File: src/logic/jtmini_consts.svh
// Board geometry, pixel divider and memory map; GFX_BASE and PAL_START must keep their alignment
`ifndef JTMINI_CONSTS_SVH
`define JTMINI_CONSTS_SVH

// Video geometry in pixels and lines
`define JTMINI_H_TOTAL      64
`define JTMINI_H_VIS        48
`define JTMINI_V_TOTAL      20
`define JTMINI_V_VIS        16
`define JTMINI_HS_START     52
`define JTMINI_HS_LEN       4
`define JTMINI_VS_LINE      17

// System clocks per pixel
`define JTMINI_PXL_DIV      4

// Memory map: bitmap in words, palette in download bytes (32-byte aligned)
`define JTMINI_GFX_BASE     16'h0080
`define JTMINI_LINE_WORDS   12
`define JTMINI_PAL_START    17'h00400
`define JTMINI_SDRAM_LAT    4

`endif

File: src/logic/jtmini_pkg.sv
// Shared vector types and the bank arbiter FSM encoding; widths must track jtmini_consts.svh
package jtmini_pkg;

    // SDRAM bank 0, 16-bit words
    typedef logic [15:0] sdram_addr_t;
    typedef logic [15:0] sdram_data_t;

    // Byte address of the download stream
    typedef logic [16:0] ioctl_addr_t;

    // Palette index and video counters
    typedef logic [ 3:0] pixel_t;
    typedef logic [ 5:0] hpos_t;
    typedef logic [ 4:0] vpos_t;

    // Output channel and RGB 4:4:4 palette entry, red in the top nibble
    typedef logic [ 7:0] colour_t;
    typedef logic [11:0] pal_entry_t;

    typedef enum logic [1:0] {
        ARB_IDLE,
        ARB_REQ,
        ARB_WAIT
    } arb_state_t;

endpackage

File: src/logic/jtmini_vtimer.sv
// Video timer on one clock; line_start comes one clock after the pxl_cen that wraps hdump
`timescale 1ns/10ps
`include "jtmini_consts.svh"

module jtmini_vtimer(
    input                       clk,
    input                       rst,
    output                      pxl_cen,
    output logic                line_start,
    output jtmini_pkg::hpos_t   hdump,
    output jtmini_pkg::vpos_t   vdump,
    output jtmini_pkg::vpos_t   vrender,
    output                      HB,
    output                      VB,
    output                      HS,
    output                      VS
);

localparam int CEN_W = $clog2(`JTMINI_PXL_DIV);
localparam logic [CEN_W-1:0] CEN_LAST = CEN_W'(`JTMINI_PXL_DIV - 1);
localparam jtmini_pkg::hpos_t H_LAST   = 6'(`JTMINI_H_TOTAL - 1);
localparam jtmini_pkg::hpos_t H_VIS    = 6'(`JTMINI_H_VIS);
localparam jtmini_pkg::hpos_t HS_START = 6'(`JTMINI_HS_START);
localparam jtmini_pkg::hpos_t HS_END   = 6'(`JTMINI_HS_START + `JTMINI_HS_LEN);
localparam jtmini_pkg::vpos_t V_LAST   = 5'(`JTMINI_V_TOTAL - 1);
localparam jtmini_pkg::vpos_t V_VIS    = 5'(`JTMINI_V_VIS);
localparam jtmini_pkg::vpos_t VS_LINE  = 5'(`JTMINI_VS_LINE);

logic [CEN_W-1:0] cen_cnt;

assign pxl_cen = cen_cnt == CEN_LAST;

always_ff @(posedge clk) begin
    if (rst) begin
        cen_cnt    <= '0;
        hdump      <= '0;
        vdump      <= '0;
        line_start <= 1'b0;
    end else begin
        cen_cnt    <= pxl_cen ? '0 : cen_cnt + 1'd1;
        // Pulse lands once vdump already holds the new line
        line_start <= pxl_cen && hdump == H_LAST;
        if (pxl_cen) begin
            if (hdump == H_LAST) begin
                hdump <= '0;
                vdump <= vdump == V_LAST ? '0 : vdump + 5'd1;
            end else begin
                hdump <= hdump + 6'd1;
            end
        end
    end
end

// Line being fetched, shown from the next line start
assign vrender = vdump == V_LAST ? 5'd0 : vdump + 5'd1;

assign HB = hdump >= H_VIS;
assign VB = vdump >= V_VIS;
assign HS = hdump >= HS_START && hdump < HS_END;
assign VS = vdump == VS_LINE;

// Buffer swap lands before pixel 0 of the line is sampled
swap_before_first_pixel: assert property (@(posedge clk) disable iff (rst)
    line_start |-> hdump == '0 && !pxl_cen);

endmodule

File: src/logic/jtmini_sdram.sv
// Bank 0 arbiter; ioctl bytes must be spaced so a word is never completed while a write is still pending
`timescale 1ns/10ps
`include "jtmini_consts.svh"

module jtmini_sdram(
    input                           clk,
    input                           rst,
    // Download
    input                           downloading,
    input  jtmini_pkg::ioctl_addr_t ioctl_addr,
    input  [ 7:0]                   ioctl_data,
    input                           ioctl_wr,
    output                          dwnld_busy,
    output logic                    pal_we,
    output jtmini_pkg::pixel_t      pal_idx,
    output jtmini_pkg::pal_entry_t  pal_data,
    // Main ROM
    input                           main_rom_cs,
    input  jtmini_pkg::sdram_addr_t main_rom_addr,
    output jtmini_pkg::sdram_data_t main_rom_data,
    output                          main_rom_ok,
    // Graphics
    input                           rom0_cs,
    input  jtmini_pkg::sdram_addr_t rom0_addr,
    output jtmini_pkg::sdram_data_t rom0_data,
    output                          rom0_ok,
    // Bank 0
    output jtmini_pkg::sdram_addr_t ba0_addr,
    output logic                    ba0_rd,
    output logic                    ba0_wr,
    output jtmini_pkg::sdram_data_t ba0_din,
    output [ 1:0]                   ba0_din_m,
    input                           ba0_ack,
    input                           ba0_rdy,
    input  jtmini_pkg::sdram_data_t data_read
);

jtmini_pkg::arb_state_t  state;
jtmini_pkg::sdram_addr_t wr_addr, main_addr_c, rom0_addr_c;
jtmini_pkg::sdram_data_t wr_data;
logic [7:0] low_byte;
logic       wr_pend, main_valid, rom0_valid, serve_rom0;

wire pal_region = ioctl_addr >= `JTMINI_PAL_START;
wire wr_done    = state == jtmini_pkg::ARB_REQ && ba0_ack && ba0_wr;

assign dwnld_busy  = downloading | wr_pend;
// Both bytes always written
assign ba0_din_m   = 2'b00;

assign main_rom_ok = main_rom_cs && main_valid && main_rom_addr == main_addr_c;
assign rom0_ok     = rom0_cs && rom0_valid && rom0_addr == rom0_addr_c;

// Byte packer, little endian
always_ff @(posedge clk) begin
    if (rst) begin
        pal_we  <= 1'b0;
        wr_pend <= 1'b0;
    end else begin
        pal_we <= 1'b0;
        if (wr_done) wr_pend <= 1'b0;
        if (ioctl_wr) begin
            if (!ioctl_addr[0]) begin
                low_byte <= ioctl_data;
            end else if (pal_region) begin
                pal_we   <= 1'b1;
                pal_idx  <= ioctl_addr[4:1];
                pal_data <= {ioctl_data[3:0], low_byte};
            end else begin
                wr_pend <= 1'b1;
                wr_addr <= ioctl_addr[16:1];
                wr_data <= {ioctl_data, low_byte};
            end
        end
    end
end

always_ff @(posedge clk) begin
    if (rst) begin
        state      <= jtmini_pkg::ARB_IDLE;
        ba0_rd     <= 1'b0;
        ba0_wr     <= 1'b0;
        main_valid <= 1'b0;
        rom0_valid <= 1'b0;
        serve_rom0 <= 1'b0;
    end else begin
        case (state)
            jtmini_pkg::ARB_IDLE: begin
                // Download first, then graphics, then main ROM
                if (wr_pend) begin
                    ba0_wr     <= 1'b1;
                    ba0_addr   <= wr_addr;
                    ba0_din    <= wr_data;
                    main_valid <= 1'b0;
                    rom0_valid <= 1'b0;
                    serve_rom0 <= 1'b0;
                    state      <= jtmini_pkg::ARB_REQ;
                end else if (rom0_cs && !rom0_ok) begin
                    ba0_rd     <= 1'b1;
                    ba0_addr   <= rom0_addr;
                    serve_rom0 <= 1'b1;
                    state      <= jtmini_pkg::ARB_REQ;
                end else if (main_rom_cs && !main_rom_ok) begin
                    ba0_rd     <= 1'b1;
                    ba0_addr   <= main_rom_addr;
                    serve_rom0 <= 1'b0;
                    state      <= jtmini_pkg::ARB_REQ;
                end
            end
            jtmini_pkg::ARB_REQ: begin
                if (ba0_ack) begin
                    ba0_rd <= 1'b0;
                    ba0_wr <= 1'b0;
                    state  <= ba0_wr ? jtmini_pkg::ARB_IDLE : jtmini_pkg::ARB_WAIT;
                end
            end
            jtmini_pkg::ARB_WAIT: begin
                if (ba0_rdy) begin
                    if (serve_rom0) begin
                        rom0_data   <= data_read;
                        rom0_addr_c <= ba0_addr;
                        rom0_valid  <= 1'b1;
                    end else begin
                        main_rom_data <= data_read;
                        main_addr_c   <= ba0_addr;
                        main_valid    <= 1'b1;
                    end
                    state <= jtmini_pkg::ARB_IDLE;
                end
            end
            default: state <= jtmini_pkg::ARB_IDLE;
        endcase
    end
end

no_rd_wr_overlap: assert property (@(posedge clk) disable iff (rst) !(ba0_rd && ba0_wr));

// Read data only comes back while no other request is on the bank
one_outstanding: assert property (@(posedge clk) disable iff (rst)
    ba0_rdy |-> !(ba0_rd || ba0_wr));

endmodule

File: src/logic/jtmini_obj_fetch.sv
// Line fetcher; expects the arbiter to return LINE_WORDS words well inside one line period
`timescale 1ns/10ps
`include "jtmini_consts.svh"

module jtmini_obj_fetch(
    input                           clk,
    input                           rst,
    input                           line_start,
    input  jtmini_pkg::vpos_t       vrender,
    // Graphics ROM client
    output                          rom0_cs,
    output jtmini_pkg::sdram_addr_t rom0_addr,
    input                           rom0_ok,
    input  jtmini_pkg::sdram_data_t rom0_data,
    // Line buffer write side
    output logic                    buf_we,
    output logic [ 3:0]             buf_word,
    output jtmini_pkg::sdram_data_t buf_data
);

localparam logic [3:0] LAST_WORD = 4'(`JTMINI_LINE_WORDS - 1);

jtmini_pkg::sdram_addr_t line_base;
logic [3:0] word;
logic       busy;

assign rom0_cs   = busy;
assign rom0_addr = line_base + {12'd0, word};

always_ff @(posedge clk) begin
    if (rst) begin
        busy   <= 1'b0;
        word   <= 4'd0;
        buf_we <= 1'b0;
    end else begin
        buf_we <= 1'b0;
        if (line_start) begin
            busy      <= 1'b1;
            word      <= 4'd0;
            line_base <= `JTMINI_GFX_BASE + 16'(vrender) * 16'(`JTMINI_LINE_WORDS);
        end else if (busy && rom0_ok) begin
            // Four pixels per word go out in one write
            buf_we   <= 1'b1;
            buf_word <= word;
            buf_data <= rom0_data;
            word     <= word + 4'd1;
            if (word == LAST_WORD) busy <= 1'b0;
        end
    end
end

// Fetch for the line is over before the halves swap
fetch_in_time: assert property (@(posedge clk) disable iff (rst) line_start |-> !busy);

endmodule

File: src/logic/jtmini_linebuf.sv
// Double line buffer of 4bpp pixels; reads are combinational from the half on display
`timescale 1ns/10ps
`include "jtmini_consts.svh"

module jtmini_linebuf(
    input                           clk,
    input                           rst,
    input                           line_start,
    // Write side, one word of four pixels
    input                           buf_we,
    input  [ 3:0]                   buf_word,
    input  jtmini_pkg::sdram_data_t buf_data,
    // Read side
    input  jtmini_pkg::hpos_t       rd_pos,
    output jtmini_pkg::pixel_t      rd_pixel
);

localparam int WORDS = `JTMINI_H_TOTAL / 4;

// Both halves in one array, half select in the top address bit
jtmini_pkg::sdram_data_t mem [2*WORDS];
jtmini_pkg::sdram_data_t rd_word;
logic disp_half;

always_ff @(posedge clk) begin
    if (rst) begin
        disp_half <= 1'b0;
    end else if (line_start) begin
        disp_half <= ~disp_half;
    end
end

// Fetcher fills the half not on screen
always_ff @(posedge clk) begin
    if (buf_we) begin
        mem[{~disp_half, buf_word}] <= buf_data;
    end
end

assign rd_word  = mem[{disp_half, rd_pos[5:2]}];

// Low nibble is the leftmost pixel
assign rd_pixel = rd_word[{rd_pos[1:0], 2'b00} +: 4];

endmodule

File: src/logic/jtmini_colmix.sv
// Colour mixer; palette writes may happen at any time and show up on the next lookup
`timescale 1ns/10ps

module jtmini_colmix(
    input                           clk,
    input                           rst,
    input                           pxl_cen,
    input                           HB,
    input                           VB,
    input  jtmini_pkg::pixel_t      pixel,
    // Palette download
    input                           pal_we,
    input  jtmini_pkg::pixel_t      pal_idx,
    input  jtmini_pkg::pal_entry_t  pal_data,
    // Video out, one pixel behind hdump
    output jtmini_pkg::colour_t     red,
    output jtmini_pkg::colour_t     green,
    output jtmini_pkg::colour_t     blue,
    output logic                    LHBL_dly,
    output logic                    LVBL_dly
);

jtmini_pkg::pal_entry_t pal [16];
jtmini_pkg::pal_entry_t entry;

wire blank = HB | VB;

always_ff @(posedge clk) begin
    if (pal_we) pal[pal_idx] <= pal_data;
end

assign entry = pal[pixel];

always_ff @(posedge clk) begin
    if (rst) begin
        red      <= 8'd0;
        green    <= 8'd0;
        blue     <= 8'd0;
        LHBL_dly <= 1'b0;
        LVBL_dly <= 1'b0;
    end else if (pxl_cen) begin
        // Nibble replicated to fill the channel
        red      <= blank ? 8'd0 : {2{entry[11:8]}};
        green    <= blank ? 8'd0 : {2{entry[ 7:4]}};
        blue     <= blank ? 8'd0 : {2{entry[ 3:0]}};
        LHBL_dly <= ~HB;
        LVBL_dly <= ~VB;
    end
end

endmodule

File: src/logic/jtmini_game.sv
// Board top on a single clock; no CPU, the main ROM port is driven from outside the board
`timescale 1ns/10ps

module jtmini_game(
    input                           clk,
    input                           rst,
    output                          pxl_cen,
    // Video
    output jtmini_pkg::colour_t     red,
    output jtmini_pkg::colour_t     green,
    output jtmini_pkg::colour_t     blue,
    output                          LHBL_dly,
    output                          LVBL_dly,
    output                          HS,
    output                          VS,
    // ROM download
    input                           downloading,
    output                          dwnld_busy,
    input  jtmini_pkg::ioctl_addr_t ioctl_addr,
    input  [ 7:0]                   ioctl_data,
    input                           ioctl_wr,
    // Main ROM client
    input                           main_rom_cs,
    input  jtmini_pkg::sdram_addr_t main_rom_addr,
    output jtmini_pkg::sdram_data_t main_rom_data,
    output                          main_rom_ok,
    // Bank 0
    output jtmini_pkg::sdram_addr_t ba0_addr,
    output                          ba0_rd,
    output                          ba0_wr,
    output jtmini_pkg::sdram_data_t ba0_din,
    output [ 1:0]                   ba0_din_m,
    input                           ba0_ack,
    input                           ba0_rdy,
    input  jtmini_pkg::sdram_data_t data_read
);

wire                     HB, VB, line_start;
jtmini_pkg::hpos_t       hdump;
jtmini_pkg::vpos_t       vrender;
wire                     rom0_cs, rom0_ok, buf_we, pal_we;
jtmini_pkg::sdram_addr_t rom0_addr;
jtmini_pkg::sdram_data_t rom0_data, buf_data;
wire [ 3:0]              buf_word;
jtmini_pkg::pixel_t      pixel, pal_idx;
jtmini_pkg::pal_entry_t  pal_data;

jtmini_vtimer u_vtimer(
    .clk        ( clk           ),
    .rst        ( rst           ),
    .pxl_cen    ( pxl_cen       ),
    .line_start ( line_start    ),
    .hdump      ( hdump         ),
    .vdump      (               ),
    .vrender    ( vrender       ),
    .HB         ( HB            ),
    .VB         ( VB            ),
    .HS         ( HS            ),
    .VS         ( VS            )
);

jtmini_sdram u_sdram(
    .clk          ( clk           ),
    .rst          ( rst           ),
    .downloading  ( downloading   ),
    .ioctl_addr   ( ioctl_addr    ),
    .ioctl_data   ( ioctl_data    ),
    .ioctl_wr     ( ioctl_wr      ),
    .dwnld_busy   ( dwnld_busy    ),
    .pal_we       ( pal_we        ),
    .pal_idx      ( pal_idx       ),
    .pal_data     ( pal_data      ),
    .main_rom_cs  ( main_rom_cs   ),
    .main_rom_addr( main_rom_addr ),
    .main_rom_data( main_rom_data ),
    .main_rom_ok  ( main_rom_ok   ),
    .rom0_cs      ( rom0_cs       ),
    .rom0_addr    ( rom0_addr     ),
    .rom0_data    ( rom0_data     ),
    .rom0_ok      ( rom0_ok       ),
    .ba0_addr     ( ba0_addr      ),
    .ba0_rd       ( ba0_rd        ),
    .ba0_wr       ( ba0_wr        ),
    .ba0_din      ( ba0_din       ),
    .ba0_din_m    ( ba0_din_m     ),
    .ba0_ack      ( ba0_ack       ),
    .ba0_rdy      ( ba0_rdy       ),
    .data_read    ( data_read     )
);

jtmini_obj_fetch u_fetch(
    .clk        ( clk           ),
    .rst        ( rst           ),
    .line_start ( line_start    ),
    .vrender    ( vrender       ),
    .rom0_cs    ( rom0_cs       ),
    .rom0_addr  ( rom0_addr     ),
    .rom0_ok    ( rom0_ok       ),
    .rom0_data  ( rom0_data     ),
    .buf_we     ( buf_we        ),
    .buf_word   ( buf_word      ),
    .buf_data   ( buf_data      )
);

jtmini_linebuf u_linebuf(
    .clk        ( clk           ),
    .rst        ( rst           ),
    .line_start ( line_start    ),
    .buf_we     ( buf_we        ),
    .buf_word   ( buf_word      ),
    .buf_data   ( buf_data      ),
    .rd_pos     ( hdump         ),
    .rd_pixel   ( pixel         )
);

jtmini_colmix u_colmix(
    .clk        ( clk           ),
    .rst        ( rst           ),
    .pxl_cen    ( pxl_cen       ),
    .HB         ( HB            ),
    .VB         ( VB            ),
    .pixel      ( pixel         ),
    .pal_we     ( pal_we        ),
    .pal_idx    ( pal_idx       ),
    .pal_data   ( pal_data      ),
    .red        ( red           ),
    .green      ( green         ),
    .blue       ( blue          ),
    .LHBL_dly   ( LHBL_dly      ),
    .LVBL_dly   ( LVBL_dly      )
);

endmodule

File: config.mk
export PLATFORM = sky130hd
export DESIGN_NAME = jtmini_game
export DESIGN_NICKNAME = d
export VERILOG_FILES = /design/src/logic/jtmini_pkg.sv /design/src/logic/jtmini_vtimer.sv /design/src/logic/jtmini_sdram.sv /design/src/logic/jtmini_obj_fetch.sv /design/src/logic/jtmini_linebuf.sv /design/src/logic/jtmini_colmix.sv /design/src/logic/jtmini_game.sv
export VERILOG_INCLUDE_DIRS = /design/src /design/src/logic
export SDC_FILE = /design/constraint.sdc
export NUM_CORES = 1
export LEC_CHECK = 0
export ABC_AREA = 1
export BUFFER_PORTS_ARGS = -buffer_cell sky130_fd_sc_hd__buf_2
export CAP_MARGIN = 5
export CELL_PAD_IN_SITES_DETAIL_PLACEMENT = 1
export CELL_PAD_IN_SITES_GLOBAL_PLACEMENT = 1
export CORE_ASPECT_RATIO = 2
export CORE_MARGIN = 5
export CORE_UTILIZATION = 47
export CTS_BUF_LIST = sky130_fd_sc_hd__clkbuf_2
export DETAILED_ROUTE_END_ITERATION = 12
export PLACE_DENSITY_LB_ADDON = 0.12
export SLEW_MARGIN = 10
export SYNTH_ARGS = -nofsm -noshare
export SYNTH_HDL_FRONTEND = slang
export SYNTH_SLANG_ARGS = --single-unit
File: constraint.sdc
create_clock -name clk -period 4 [get_ports clk]
set_clock_uncertainty 0.05 [all_clocks]
set_input_delay 0.4 -clock clk [delete_from_list [all_inputs] [get_ports clk]]
set_output_delay 0.4 -clock clk [all_outputs]
set_load 0.005 [all_outputs]
-- After elaboration in Yosys (flattened, before gate mapping)
Memory sizes are Yosys's and may differ from the RTL's.
Cells that the tools add are included.
- add/sub/neg operators: 6
- eq/ne operators: 17
- shift-type cells: 1
- $lt $le $gt $ge: 5
- bitwise operators: 11
- multipliers: 1
- multiplexer cells: 45
- reduce and logical (&&, ||, !) cells: 39
- operator list (operator ; count):
    $mux W16 ; 3
    $eq A16 B16 Y1 ; 2
    $reduce_and A4 Y1 ; 7
    $mux W1 ; 26
    $mux W8 ; 3
    $reduce_and A3 Y1 ; 6
    $ge A17 B11 Y1 const B ; 1
    $add A16 B4 Y16 ; 1
    $shiftx A16 B5 Y4 ; 1
    $ge A6 B6 Y1 const B ; 2
    $mux W2 ; 6
    $logic_and A1 B1 Y1 ; 11
    $add A8 B9 Y10 const A ; 1
    $eq A5 B5 Y1 const B ; 2
    $not A1 Y1 ; 9
    $ne A2 B2 Y1 const B ; 4
    $pmux W1 S2 ; 4
    $reduce_and A2 Y1 ; 4
    $reduce_bool A2 Y1 ; 4
    $mul A5 B2 Y7 const B ; 1
    $add A6 B1 Y6 const B ; 1
    $eq A6 B6 Y1 const B ; 1
    $lt A6 B6 Y1 const B ; 1
    $mux W6 ; 1
    other kinds (18) ; 23
- RAM bits: 704
- register bits after elaboration: 244
- word-level logic and storage cells: 162
- memories: 2
- output and inout port bits: 83
- bits of input ports: 64
- memories (memory ; words ; bits a word ; rd ports ; clocked after memory_dff ; write ports ; line ; text):
    u_linebuf.mem ; 32 ; 16 ; 1 ; 0 ; 1 ; jtmini_linebuf.sv:21 ; jtmini_pkg::sdram_data_t mem [2*WORDS];
    u_colmix.pal ; 16 ; 12 ; 1 ; 0 ; 1 ; jtmini_colmix.sv:23 ; jtmini_pkg::pal_entry_t pal [16];

-- Longest topological paths before layout
- depth after elaboration: 8
- mapped depth: 22
- gate-level depth less buffers: 20

-- Cells and area by module
Synthesis repeated with hierarchy kept, for this count alone.
- cell total of the unflattened synthesis: 3361
- area total of the unflattened synthesis: 38393.1 um^2
- modules (own cells, without submodules) (module ; area an instance (um^2) ; times used ; cells an instance ; sequential area each (um^2)):
    jtmini_linebuf ; 20862.5 ; 1 ; 1740 ; 15394.8
    jtmini_colmix ; 8876.0 ; 1 ; 872 ; 6045.8
    jtmini_sdram ; 6307.3 ; 1 ; 502 ; 4744.6
    jtmini_obj_fetch ; 1597.8 ; 1 ; 144 ; 960.9
    jtmini_vtimer ; 749.5 ; 1 ; 103 ; 280.3

-- Worst setup path before layout
Ideal clock, no wire load.
- path type: input to register
- from: input rst
- to: register u_sdram.main_addr_c[0] (enable)
- buffers on the path: 0
- library setup time: 0.501 ns
- stages: 3
- arrival: 3.643 ns
- slack: -0.194 ns
- cells stage by stage: clkinv_1 > nand2_1 > nor4_1
- longest elaborated chain between the ends: 2
- RTL lines (item ; line ; text):
    start, declared ; jtmini_game.sv:6 ; input rst,
    $not A1 Y1 (no line) ; -- ;
    $reduce_and A4 Y1 (no line) ; -- ;
    end signal, assigned ; jtmini_sdram.sv:125 ; main_addr_c <= ba0_addr;
    end, declared ; jtmini_sdram.sv:39 ; jtmini_pkg::sdram_addr_t wr_addr, main_addr_c, rom0_addr_c;
Every way passes these cells.
A chain may end at the register's enable or synchronous reset.

-- Worst setup path in the final report
- from: register u_vtimer.hdump[2]
- to: register u_colmix.blue[6]
- longest elaborated chain between the ends: 4
- RTL lines (item ; line ; text):
    start, declared ; jtmini_vtimer.sv:10 ; output jtmini_pkg::hpos_t hdump,
    start signal, assigned ; jtmini_vtimer.sv:48 ; hdump <= hdump + 6'd1;
    $mem_v2 Z32 W16 ; -- ;
    $shiftx A16 B5 Y4 ; jtmini_linebuf.sv:43 ; assign rd_pixel = rd_word[{rd_pos[1:0], 2'b00} +: 4];
    $mem_v2 Z16 W12 ; -- ;
    $mux W8 (*) ; jtmini_colmix.sv:45 ; blue <= blank ? 8'd0 : {2{entry[ 3:0]}};
    end signal, assigned ; jtmini_colmix.sv:45 ;
    end, declared ; jtmini_colmix.sv:18 ; output jtmini_pkg::colour_t blue,
Every way passes the cells marked *; elsewhere a longest branch is shown, timed or not.

==> qor.yml <==
status: "finished, final reports clean"
hpwl_um: 72100
area.growth.synth_to_final_pct: 14.5
drc: 0
avgSynthCellArea_um2: 12.0
grt.total_usage_pct: 27.0
worstSetupPathType: "reg -> reg"
synth_top_family_by_area: "simple AND/OR/NAND/NOR gates"
synth_cells: 3105
cp_max_fo: 55
cts_buffers: 196
path_cells: "buf_12 -> buf_4 -> nand2_1 -> nand2_1 -> nand2_1 -> o21ai_1 -> nand2_1 -> nand2_1 -> nand3_1 -> nand2_1 -> nand2_1 -> nand2_1 -> inv_2 -> nand2_2 -> buf_12 -> nand2_1 -> nand3_1 -> nand3_1 -> nand3_1 -> nand3_1 -> nand2_1"
dieHeight_um: 408
detail-route-antenna-nets: 0
vias: 26100
drive_above_1_share_pct: 16.6
synthMostInstantiatedCell: "nand2_1"
tightest_slew_ns: 1.18
startpoint_type: "flip-flop"
intPower_mw: 13.0
syn_area_um2: 37200
period_minus_slack_ns: 3.74
synth_fa_ha_area_share_pct: 0.645
power-per-cell-area_nw_per_um2: 401
viasPerCell: 5.51
finalCritPeriodShare_pct: 93.5
synthTopCellsByCount: "nand2_1 (937), edfxtp_1 (884), nand3_1 (425)"
async_flop_share_pct: 0
irDropWorstVdd_mv: 0.306
synth-compound-area-share_pct: 2.73
cp.arrival_ns: 5.01
pwr-share-clk_pct: 34.6
start_util_pct: 47.2
design.die.area_um2: 85300
yosys.area.top_type: "edfxtp_1"
yosysWarnings: 0
grt_overflow: 0
cts.sinks: 928
fin_setup_tns_ns: 0
final.setup.worst_slack_ns: 0.259
end_kind: "flip-flop"
grt_antenna_before_repair: 1
place_ws_ns: 0.186
leakage_nw: 16.1
synth_flop_cell: "edfxtp_1"
fmax_ghz: 0.267
grt_max_degree: 83
worst_path_max_delay_cell: "dfxtp_4"
synth_area_leaders: "edfxtp_1 (71%), nand2_1 (9.4%), nand3_1 (5.7%), dfxtp_1 (2.4%), nor2_1 (1.9%)"
seqPwrFrac_pct: 62.0
final_nets: 3622
total_power_mw: 17.1
synth.top_cell.area_share_pct: 71.3
die_w_um: 209
hold_viol: 0
rows: 146
grt_pass1_vias: 29000
finalInstanceArea_um2: 42700
combPwrFrac_pct: 3.4
synth-seq-cells: 928
postCtsSetupBuffers: 0
muxShareOfSynthArea_pct: 0
relSlewSlack_pct: 21.0
cts_tree: "built"
drt_iter0_markers: 1751
synth_edf_count: 884
rsz0062_at_grt: "no"
fin_cells: 4736
setup_violations: 0
clock_path_buffers: 3
synth_xor_area_share_pct: 0.470
placed_cell_area_um2: 39400
clock-root-buffer: "clkbuf_2"
ys_types: 47
cts.clk_slew.worst_paths_ns: 0.13
critPathMaxStageDelay_ns: 0.44
grt_pass1_wl_um: 174000
place_congestion: 0.881
swShare_pct: 24.0
cp.required_ns: 5.26
hold_class: "in -> reg"
wirelength_um: 116000
finalMaxSlewViolations: 0
pin_count: 147
dr.pass1.iters: 5
htreeDepth: 4
dp.cells: 4240
avgRoutedWirePerCell_um: 24.6
synth_simple_gate_area_share_pct: 18.3
yosysSeqAreaShare_pct: 73.6
clock_latency_ns: 1.44
worst_path_most_repeated_cell: "nand2_1"
drv_cap: 0
io_buffers: 144
core-area_um2: 78900
p_switching_mw: 4.10
[critical path, delay by kind of cell (launching register included)]
family	cells	cell delay (ns)
simple gates	16	1.98
compound gates	1	0.08
buf+inv	4	1.00
flops	1	0.44
[path summary, 6_finish.rpt]
check | from | endpoint | slack (ns) | depth (start not counted)
worst max-delay path | u_vtimer.hdump[2] | u_colmix.blue[6] | 0.26 | 21
worst min-delay path | ba0_rdy | u_sdram.rom0_addr_c[1] | 0.19 | 4
worst max register to register | u_vtimer.hdump[2] | u_colmix.blue[6] | 0.26 | 21
worst min register to register | u_sdram.wr_data[0] | u_sdram.ba0_din[0] | 0.35 | 0
[what timing repair did]
action,CTS,global route
setup endpoints to repair,0,8
endpoints found under the hold margin,311,0
hold buffers,135,0
gates resized for setup,0,2
[per-layer routing]
| metal | global-route usage [%] | wire length [um] | up-vias |
|---|---|---|---|
| met1 | 27.8 | 39900 | 13100 |
| met2 | 51.2 | 64100 | 886 |
| met3 | 4.36 | 5060 | 330 |
| li1 | - | - | 11800 |
| met5 | 0 | 0 | - |
| met4 | 15.1 | 7460 | 0 |
[cells in the final DEF, fill, tap and decap left out, drive strengths merged, types with 3 or more instances in the layout]
cell type    count
nor4             9
or2              8
dfxtp           44
nor2           197
a211oi          11
clkinv          50
o22ai            4
nand3          426
clkbuf         296
xnor2            5
ha              16
buf            252
nand4           23
xor2            15
bufinv           4
dlygate4sd3    135
nand2          937
o221ai           3
nor3            23
edfxtp         884
o21ai           40
o211ai          14
diode            4
inv            181
a21oi           93
[area by class of cell]
class / count / area (um2)
Multi-Input combinational cell: 1848 / 8370
Clock inverter: 59 / 338
Antenna cell: 4 / 10.0
Fill cell: 8427 / 36300
Tap cell: 1036 / 1300
Sequential cell: 928 / 27400
Inverter: 178 / 673
Clock buffer: 295 / 1480
Timing Repair Buffer: 388 / 3070
[metrics by stage]
step / hold slack, ns / utilization (%)
after floorplan: 0.349 / -
after detailed placement: 0.355 / 50.0
final: 0.190 / 54.1
after global routing: 0.101 / 54.1
after global placement: 0.351 / 50.0
after CTS: 0.0151 / 54.0
[registers in the layout, indices dropped and copies added, names as in the netlist, 5 cells and up]
name and flops:
u_linebuf.mem 512, u_colmix.pal 192, u_fetch.buf_data 16, u_sdram.ba0_addr 16
u_sdram.ba0_din 16, u_sdram.main_addr_c 16, u_sdram.main_rom_data 16, u_sdram.rom0_addr_c 16
u_sdram.rom0_data 16, u_sdram.wr_addr 16, u_sdram.wr_data 16, u_sdram.pal_data 12
u_fetch.line_base 8, u_sdram.low_byte 8, u_vtimer.hdump 6, u_vtimer.vdump 5
[power by group through the flow]
stage | registers, mW | logic (mW) | clock network, mW
6_report | 10.6 | 0.575 | 5.93
5_1_grt | 10.6 | 0.622 | 6.60
4_1_cts | 10.6 | 0.556 | 6.08
3_5_place_dp | 10.8 | 0.450 | 0
3_3_place_gp | 10.8 | 0.430 | 0
2_1_floorplan | 10.8 | 0.256 | 0
[cell families (layout without fill, tap and decap cells)]
kind of cell             Yosys count  after routing
XOR/XNOR                          20             20
buffers and inverters            332            920
other                              1              6
flip-flops                       928            928
AND/OR/NAND/NOR                 1628           1630
adder cells (fa/ha/maj)           18             18
AO/OA/AOI/OAI                    178            178
No activity file was read; power rests on OpenSTA's default activity.
